[config.mk]
export PLATFORM = sky130hd
export DESIGN_NAME = hash_table
export DESIGN_NICKNAME = d
export VERILOG_FILES = /design/src/design/hash_table_pkg.sv /design/src/design/h3_hash.sv /design/src/design/bucket_store.sv /design/src/design/forward_unit.sv /design/src/design/table_controller.sv /design/src/design/hash_table.sv
export VERILOG_INCLUDE_DIRS = /design/src /design/src/design
export SDC_FILE = /design/constraint.sdc
export NUM_CORES = 1
export LEC_CHECK = 0
export ABC_AREA = 1
export BUFFER_PORTS_ARGS = -buffer_cell sky130_fd_sc_hd__buf_2
export CORE_MARGIN = 1
export CORE_UTILIZATION = 56
export DETAILED_ROUTE_END_ITERATION = 6
export GPL_TIMING_DRIVEN = 1
export PLACE_DENSITY_LB_ADDON = 0.12
export RECOVER_POWER = 100
export SYNTH_ARGS = -nofsm -noshare
export SYNTH_HDL_FRONTEND = slang
export SYNTH_SLANG_ARGS = --single-unit
[constraint.sdc]
create_clock -name clk -period 5.1 [get_ports clk]
set_input_delay 1.53 -clock clk [delete_from_list [all_inputs] [get_ports clk]]
set_output_delay 1.53 -clock clk [all_outputs]
set_load 0.03 [all_outputs]
[src/design/hash_table_params.svh]
`ifndef HASH_TABLE_PARAMS_SVH
`define HASH_TABLE_PARAMS_SVH

// key and payload widths
`define HT_KEY_WIDTH 8
`define HT_DATA_WIDTH 16

// table geometry, all tables share one address width
`define HT_NUM_TABLES 2
`define HT_ADR_WIDTH 3  // 8 slots per table

`endif

[src/design/hash_table_pkg.sv]
`include "hash_table_params.svh"

package hash_table_pkg;

    typedef enum logic [1:0] {
        OP_NONE   = 2'd0,
        OP_READ   = 2'd1,
        OP_WRITE  = 2'd2,
        OP_DELETE = 2'd3
    } op_e;

    typedef struct packed {
        op_e                       op;
        logic [`HT_KEY_WIDTH-1:0]  key;
        logic [`HT_DATA_WIDTH-1:0] data;
    } op_req_t;

    typedef struct packed {
        logic                      valid;
        logic [`HT_KEY_WIDTH-1:0]  key;
        logic [`HT_DATA_WIDTH-1:0] data;
    } entry_t;

    // a delete is a write with entry.valid low
    typedef struct packed {
        logic                     en;
        logic [`HT_ADR_WIDTH-1:0] adr;
        entry_t                   entry;
    } tbl_wr_t;

    // one row per key bit, row 0 belongs to key bit 0
    localparam logic [`HT_ADR_WIDTH-1:0] h3_matrix [`HT_NUM_TABLES][`HT_KEY_WIDTH] = '{
        '{3'h1, 3'h2, 3'h4, 3'h3, 3'h6, 3'h5, 3'h7, 3'h1},
        '{3'h5, 3'h3, 3'h6, 3'h1, 3'h4, 3'h7, 3'h2, 3'h6}
    };

endpackage

[src/design/h3_hash.sv]
`timescale 1ns/1ns

`include "hash_table_params.svh"

module h3_hash #(
    parameter int table_idx = 0
) (
    input  logic [`HT_KEY_WIDTH-1:0] key_i,
    output logic [`HT_ADR_WIDTH-1:0] adr_o
);

    // xor of the matrix rows picked by the set key bits
    always_comb begin
        adr_o = '0;
        for (int b = 0; b < `HT_KEY_WIDTH; b++) begin
            if (key_i[b]) begin
                adr_o = adr_o ^ hash_table_pkg::h3_matrix[table_idx][b];
            end
        end
    end

endmodule

[src/design/bucket_store.sv]
`timescale 1ns/1ns

`include "hash_table_params.svh"

module bucket_store (
    input  logic                     clk,
    input  logic                     rst_n_i,
    input  logic                     en_i,
    input  logic [`HT_ADR_WIDTH-1:0] rd_adr_i,
    input  hash_table_pkg::tbl_wr_t  wr_i,
    output hash_table_pkg::entry_t   entry_o
);

    localparam int num_slots = 1 << `HT_ADR_WIDTH;

    logic [`HT_KEY_WIDTH-1:0]  key_mem  [num_slots];
    logic [`HT_DATA_WIDTH-1:0] data_mem [num_slots];
    logic [num_slots-1:0]      valid_q;

    logic                      rd_valid_q;
    logic [`HT_KEY_WIDTH-1:0]  rd_key_q;
    logic [`HT_DATA_WIDTH-1:0] rd_data_q;

    // slot payload, no reset
    always_ff @(posedge clk) begin
        if (en_i) begin
            rd_key_q  <= key_mem[rd_adr_i];   // read before write on a shared edge
            rd_data_q <= data_mem[rd_adr_i];
            if (wr_i.en) begin
                key_mem[wr_i.adr]  <= wr_i.entry.key;
                data_mem[wr_i.adr] <= wr_i.entry.data;
            end
        end
    end

    always_ff @(posedge clk) begin
        if (!rst_n_i) begin
            valid_q    <= '0;
            rd_valid_q <= 1'b0;
        end else if (en_i) begin
            rd_valid_q <= valid_q[rd_adr_i];
            if (wr_i.en) begin
                valid_q[wr_i.adr] <= wr_i.entry.valid;
            end
        end
    end

    assign entry_o = '{valid: rd_valid_q, key: rd_key_q, data: rd_data_q};

endmodule

[src/design/forward_unit.sv]
`timescale 1ns/1ns

`include "hash_table_params.svh"

module forward_unit (
    input  logic                     clk,
    input  logic                     rst_n_i,
    input  logic                     en_i,
    input  logic [`HT_ADR_WIDTH-1:0] adr_i   [`HT_NUM_TABLES],
    input  hash_table_pkg::entry_t   entry_i [`HT_NUM_TABLES],
    input  hash_table_pkg::tbl_wr_t  wr_i    [`HT_NUM_TABLES],
    output hash_table_pkg::entry_t   entry_o [`HT_NUM_TABLES]
);

    hash_table_pkg::tbl_wr_t wr_q [`HT_NUM_TABLES];

    // write that landed in the store on the last enabled edge
    always_ff @(posedge clk) begin
        for (int t = 0; t < `HT_NUM_TABLES; t++) begin
            if (!rst_n_i) begin
                wr_q[t].en <= 1'b0;
            end else if (en_i) begin
                wr_q[t] <= wr_i[t];
            end
        end
    end

    // the store read that slot one edge too early, so its data is stale
    always_comb begin
        for (int t = 0; t < `HT_NUM_TABLES; t++) begin
            if (wr_q[t].en && (wr_q[t].adr == adr_i[t])) begin
                entry_o[t] = wr_q[t].entry;
            end else begin
                entry_o[t] = entry_i[t];
            end
        end
    end

endmodule

[src/design/table_controller.sv]
`timescale 1ns/1ns

`include "hash_table_params.svh"

module table_controller (
    input  logic                      clk,
    input  logic                      rst_n_i,
    input  logic                      en_i,
    input  hash_table_pkg::op_req_t   req_i,
    input  logic [`HT_ADR_WIDTH-1:0]  adr_i   [`HT_NUM_TABLES],
    input  hash_table_pkg::entry_t    entry_i [`HT_NUM_TABLES],
    output hash_table_pkg::tbl_wr_t   wr_o    [`HT_NUM_TABLES],
    output logic                      valid_o,
    output logic                      no_deletion_target_o,
    output logic                      no_write_space_o,
    output logic                      no_element_found_o,
    output logic                      key_already_present_o,
    output logic [`HT_DATA_WIDTH-1:0] read_data_o
);

    logic [`HT_NUM_TABLES-1:0] hit;
    logic [`HT_NUM_TABLES-1:0] free;
    logic [`HT_NUM_TABLES-1:0] hit_sel;   // lowest hit, one hot
    logic [`HT_NUM_TABLES-1:0] free_sel;  // lowest free slot, one hot
    logic                      any_hit;
    logic                      any_free;
    logic [`HT_DATA_WIDTH-1:0] hit_data;
    logic                      is_read;
    logic                      is_write;
    logic                      is_delete;

    always_comb begin
        for (int t = 0; t < `HT_NUM_TABLES; t++) begin
            hit[t]  = entry_i[t].valid && (entry_i[t].key == req_i.key);
            free[t] = !entry_i[t].valid;
        end
    end

    assign hit_sel   = hit & (~hit + 1'b1);
    assign free_sel  = free & (~free + 1'b1);
    assign any_hit   = |hit;
    assign any_free  = |free;
    assign is_read   = (req_i.op == hash_table_pkg::OP_READ);
    assign is_write  = (req_i.op == hash_table_pkg::OP_WRITE);
    assign is_delete = (req_i.op == hash_table_pkg::OP_DELETE);

    always_comb begin
        hit_data = '0;
        for (int t = 0; t < `HT_NUM_TABLES; t++) begin
            if (hit_sel[t]) begin
                hit_data = entry_i[t].data;
            end
        end
    end

    // at most one table sees en per request
    always_comb begin
        for (int t = 0; t < `HT_NUM_TABLES; t++) begin
            wr_o[t].adr         = adr_i[t];
            wr_o[t].entry.valid = !is_delete;
            wr_o[t].entry.key   = req_i.key;
            wr_o[t].entry.data  = req_i.data;
            wr_o[t].en          = (is_write && !any_hit && free_sel[t]) ||
                                  (is_delete && hit_sel[t]);
        end
    end

    always_ff @(posedge clk) begin
        if (!rst_n_i) begin
            valid_o               <= 1'b0;
            no_deletion_target_o  <= 1'b0;
            no_write_space_o      <= 1'b0;
            no_element_found_o    <= 1'b0;
            key_already_present_o <= 1'b0;
            read_data_o           <= '0;
        end else if (en_i) begin
            valid_o               <= (req_i.op != hash_table_pkg::OP_NONE);
            no_deletion_target_o  <= is_delete && !any_hit;
            no_write_space_o      <= is_write && !any_hit && !any_free;
            no_element_found_o    <= is_read && !any_hit;
            key_already_present_o <= is_write && any_hit;
            read_data_o           <= (is_read && any_hit) ? hit_data : '0;
        end
    end

endmodule

[src/design/hash_table.sv]
`timescale 1ns/1ns

`include "hash_table_params.svh"

module hash_table (
    input  logic                      clk,
    input  logic                      rst_n_i,
    input  logic                      valid_i,
    input  logic                      ready_i,
    input  hash_table_pkg::op_e       op_i,
    input  logic [`HT_KEY_WIDTH-1:0]  key_i,
    input  logic [`HT_DATA_WIDTH-1:0] data_i,
    output logic                      ready_o,
    output logic                      valid_o,
    output logic                      no_deletion_target_o,
    output logic                      no_write_space_o,
    output logic                      no_element_found_o,
    output logic                      key_already_present_o,
    output logic [`HT_DATA_WIDTH-1:0] read_data_o
);

    hash_table_pkg::op_req_t  req_d;
    hash_table_pkg::op_req_t  req_q1;
    hash_table_pkg::op_req_t  req_q2;
    logic [`HT_ADR_WIDTH-1:0] adr_d  [`HT_NUM_TABLES];
    logic [`HT_ADR_WIDTH-1:0] adr_q1 [`HT_NUM_TABLES];
    logic [`HT_ADR_WIDTH-1:0] adr_q2 [`HT_NUM_TABLES];  // address the store data was read at
    hash_table_pkg::entry_t   raw_entry [`HT_NUM_TABLES];
    hash_table_pkg::entry_t   fwd_entry [`HT_NUM_TABLES];
    hash_table_pkg::tbl_wr_t  tbl_wr    [`HT_NUM_TABLES];

    assign ready_o = ready_i;
    assign req_d   = '{op: valid_i ? op_i : hash_table_pkg::OP_NONE, key: key_i, data: data_i};

    // ready_i acts as the clock enable of every stage
    always_ff @(posedge clk) begin
        if (!rst_n_i) begin
            req_q1.op <= hash_table_pkg::OP_NONE;
            req_q2.op <= hash_table_pkg::OP_NONE;
        end else if (ready_i) begin
            req_q1 <= req_d;
            req_q2 <= req_q1;
            adr_q1 <= adr_d;
            adr_q2 <= adr_q1;
        end
    end

    for (genvar t = 0; t < `HT_NUM_TABLES; t++) begin : g_table
        h3_hash #(.table_idx(t)) hash_inst (
            .key_i (key_i),
            .adr_o (adr_d[t])
        );

        bucket_store store_inst (
            .clk      (clk),
            .rst_n_i  (rst_n_i),
            .en_i     (ready_i),
            .rd_adr_i (adr_q1[t]),
            .wr_i     (tbl_wr[t]),
            .entry_o  (raw_entry[t])
        );
    end

    forward_unit forward_inst (
        .clk     (clk),
        .rst_n_i (rst_n_i),
        .en_i    (ready_i),
        .adr_i   (adr_q2),
        .entry_i (raw_entry),
        .wr_i    (tbl_wr),
        .entry_o (fwd_entry)
    );

    table_controller controller_inst (
        .clk                   (clk),
        .rst_n_i               (rst_n_i),
        .en_i                  (ready_i),
        .req_i                 (req_q2),
        .adr_i                 (adr_q2),
        .entry_i               (fwd_entry),
        .wr_o                  (tbl_wr),
        .valid_o               (valid_o),
        .no_deletion_target_o  (no_deletion_target_o),
        .no_write_space_o      (no_write_space_o),
        .no_element_found_o    (no_element_found_o),
        .key_already_present_o (key_already_present_o),
        .read_data_o           (read_data_o)
    );

endmodule

==> impl_metrics.toml <==
[outcome]
outcome = "complete, but fails checks"
failed_checks = "max-capacitance violations, max-slew violations"

[worst_setup_path]
arrival_ns = 4.49
cp_cell_sequence = "clkbuf_1, inv_1, nand3_1, nand2_1, nand2_1, nor2_1, nand3_4, nand4_1, nand2_1, nand3_1, inv_1"
crit_fanout = 25
startpoint_type = "register"
critical_path_required_ns = 5.31
cp_top_family = "buffers and inverters"
cpMaxStageDelayCell = "clkbuf_1"
path_common_cell = "nand2_1"
cp.buffers_inverters = 3
critical_path_class = "reg -> reg"
cpPeakStageDelay_ns = 0.94
critPathCaptureType = "register"

[synth]
ys.flop_type = "edfxtp_1"
ys.warnings.count = 0
synthArstFlopShare_pct = 0
synth_area_leader_cell = "edfxtp_1"
synthesis.area_um2 = 22700
synth-edff-count = 524
ys_seq_area_share_pct = 73.3
avgSynthCellArea_um2 = 12.2
yosysMostFrequentCell = "edfxtp_1"
yosys-top-cells-area = "edfxtp_1 (69%), nor2_1 (6.2%), o21ai_0 (5.3%)"
synth_cell_types = 37
syn_inst = 1866
synth_common_cells = "edfxtp_1 (524), nor2_1 (373), o21ai_0 (242), nand2_1 (168), inv_1 (119)"
synth_top_area_share_pct = 69.4
syn_nets = 1896
ys_ff_latch = 568

[power_and_ir_drop]
fin_total_pwr_w = 0.0101
power_per_cell_area_nw_per_um2 = 403
p_seq_share_pct = 51.7
ir_worst_vdd_mv = 0.322
p_int_w = 0.00785
swShare_pct = 22.5
p_comb_share_pct = 7.2
power.share.clock_pct = 41.1
switching_power_w = 0.00227
p_leak_nw = 8.94

[cts]
ctsResizeCount = 0
cts_tree = "yes"
cts_setup_buffers = 0
cts_hold_buf = 0
clk_pin_slew_worst_paths_ns = 0.06
cts.sinks = 568
htreeDepth = 2
cts_buffers = 56
worstSkewPairLatency_ns = 0.61
clockBufferDepth = 3
root_buffer = "clkbuf_16"

[finish]
diodes = 0
finalNonFillerCells = 2477
drive_gt1_share_pct = 8.15
nets = 1936
syn2layout_area_growth_pct = 10.8

[die]
rows = 73
design.die.area_um2 = 41300
start_util_pct = 56.9
io_pins = 52
fp.coreArea_um2 = 39800
die_h_um = 203
die_w_um = 203

[flow_run]
drv_cap = 4

[grt]
grt_overflow_total = 0
grt_pass1_wl_um = 78700
grt_util_all_layers_pct = 25.1
antenna_found_initial = 0
first_global_vias = 13500
grt_max_degree = 102

[sta]
fin_crit_ns = 4.28
finClkSkew_ns = 0.0161
fmax_ghz = 0.234
rsz0062_at_grt = "no"
setup_tns_ns = 0
relSlewSlack_pct = -74.4
fin_crit_sh_pct = 83.9
tightest_slew_ns = 2.62
final-setup-viol-count = 0
hold_violations = 0
timing.hold.ws_ns = 0.418
slew_viol_final = 217

[route]
first_iter_violations = 1296
dr.pass1.iters = 5
drc = 0
final_antenna_net_count = 0
wl_per_cell_um = 20.5
vias = 14100
viasPerCell = 5.70
routed_wl_um = 50700

[placed_design]
hpwl_um = 30500
port_buffers = 51
gp_congestion = 0.916
dp_cells = 2373

[hold_path]
min_path_type = "reg -> reg"
-- path summary, 6_finish.rpt --
kind | from | to | cells past startpoint | slack (ns)
max | req_q2[18] | g_table[0].store_inst.data_mem[2][10] | 11 | 0.82
min | req_q1[8] | req_q2[8] | 0 | 0.42
max reg2reg | req_q2[18] | g_table[0].store_inst.data_mem[2][10] | 11 | 0.82
min reg2reg | req_q1[8] | req_q2[8] | 0 | 0.42
-- state kept, by name, summed over array words and instances, names as in the netlist --
register	flops
adr_q2	6
g_table.store_inst.data_mem	256
controller_inst.no_element_found_o	1
g_table.store_inst.key_mem	128
g_table.store_inst.rd_key_q	16
g_table.store_inst.valid_q	16
controller_inst.no_write_space_o	1
g_table.store_inst.rd_valid_q	2
req_q1	26
controller_inst.read_data_o	16
req_q2	26
forward_inst.wr_q	33
g_table.store_inst.rd_data_q	32
controller_inst.valid_o	1
adr_q1	6
controller_inst.no_deletion_target_o	1
controller_inst.key_already_present_o	1
-- placed cells by master, fill, tap and decap left out, types with 9 or more instances in the layout --
cell type	instances
edfxtp_1	524
nor2_1	375
o21ai_0	242
nand2_1	170
inv_1	118
nand3_1	86
clkbuf_16	57
o22ai_1	50
clkbuf_1	50
a31oi_1	48
dfxtp_1	44
nand4_1	19
buf_2	19
a22o_1	16
clkinv_1	14
buf_4	12
a21oi_1	11
clkinv_2	10
clkbuf_2	10
inv_2	9
xor2_1	9
-- power groups by stage --
stage                     Clock [W]  Sequential (W)  Combinational [W]
after floorplan                   0         0.00531           0.000505
after CTS                   0.00422         0.00524           0.000733
after detailed placement          0         0.00534           0.000731
after global placement            0         0.00534           0.000722
final                       0.00416         0.00524           0.000724
after global routing        0.00439         0.00525           0.000812
-- cell families (layout without fill, tap and decap cells) --
group	count (synthesis)	count (layout)	share of synthesized area, %
XOR/XNOR	17	17	0.657
AND/OR/NAND/NOR	677	677	12.8
flip-flops	568	568	73.3
AO/OA/AOI/OAI	375	375	9.21
buffers and inverters	229	315	4.05
-- per-layer routing --
layer / global-route usage (%) / vias to the layer above / wire length [um]
met4: 7.84 / 0 / 1160
met1: 35.0 / 6892 / 21900
li1: - / 6692 / -
met2: 41.2 / 434 / 24600
met3: 3.60 / 92 / 3060
met5: 0 / - / 0
-- worst register-to-register path, delay by kind of cell (launching register included) --
family | cells | cell delay, ns
buffers and inverters | 3 | 2.11
AND/OR/NAND/NOR | 8 | 1.45
flip-flops | 1 | 0.33
-- per-stage QoR --
| stage | utilization [%] | setup slack, ns | cell area (um2) |
|---|---|---|---|
| 5_1_grt | 63.1 | 0.545 | 25100 |
| 2_1_floorplan | - | 1.39 | 22700 |
| 6_report | 63.1 | 0.822 | 25100 |
| 4_1_cts | 63.4 | 1.27 | 25300 |
| 3_3_place_gp | 58.8 | 1.33 | 23400 |
| 3_5_place_dp | 58.8 | 1.22 | 23400 |
-- area by class of cell --
type                            instances  area, um2
Multi-Input combinational cell       1069       5100
Clock buffer                           69       1480
Timing Repair Buffer                   81        402
Sequential cell                       568      16600
Clock inverter                         35        370
Fill cell                            3125      14700
Inverter                              130        495
Tap cell                              525        657
Note: power is estimated with default switching activity, not from simulation.
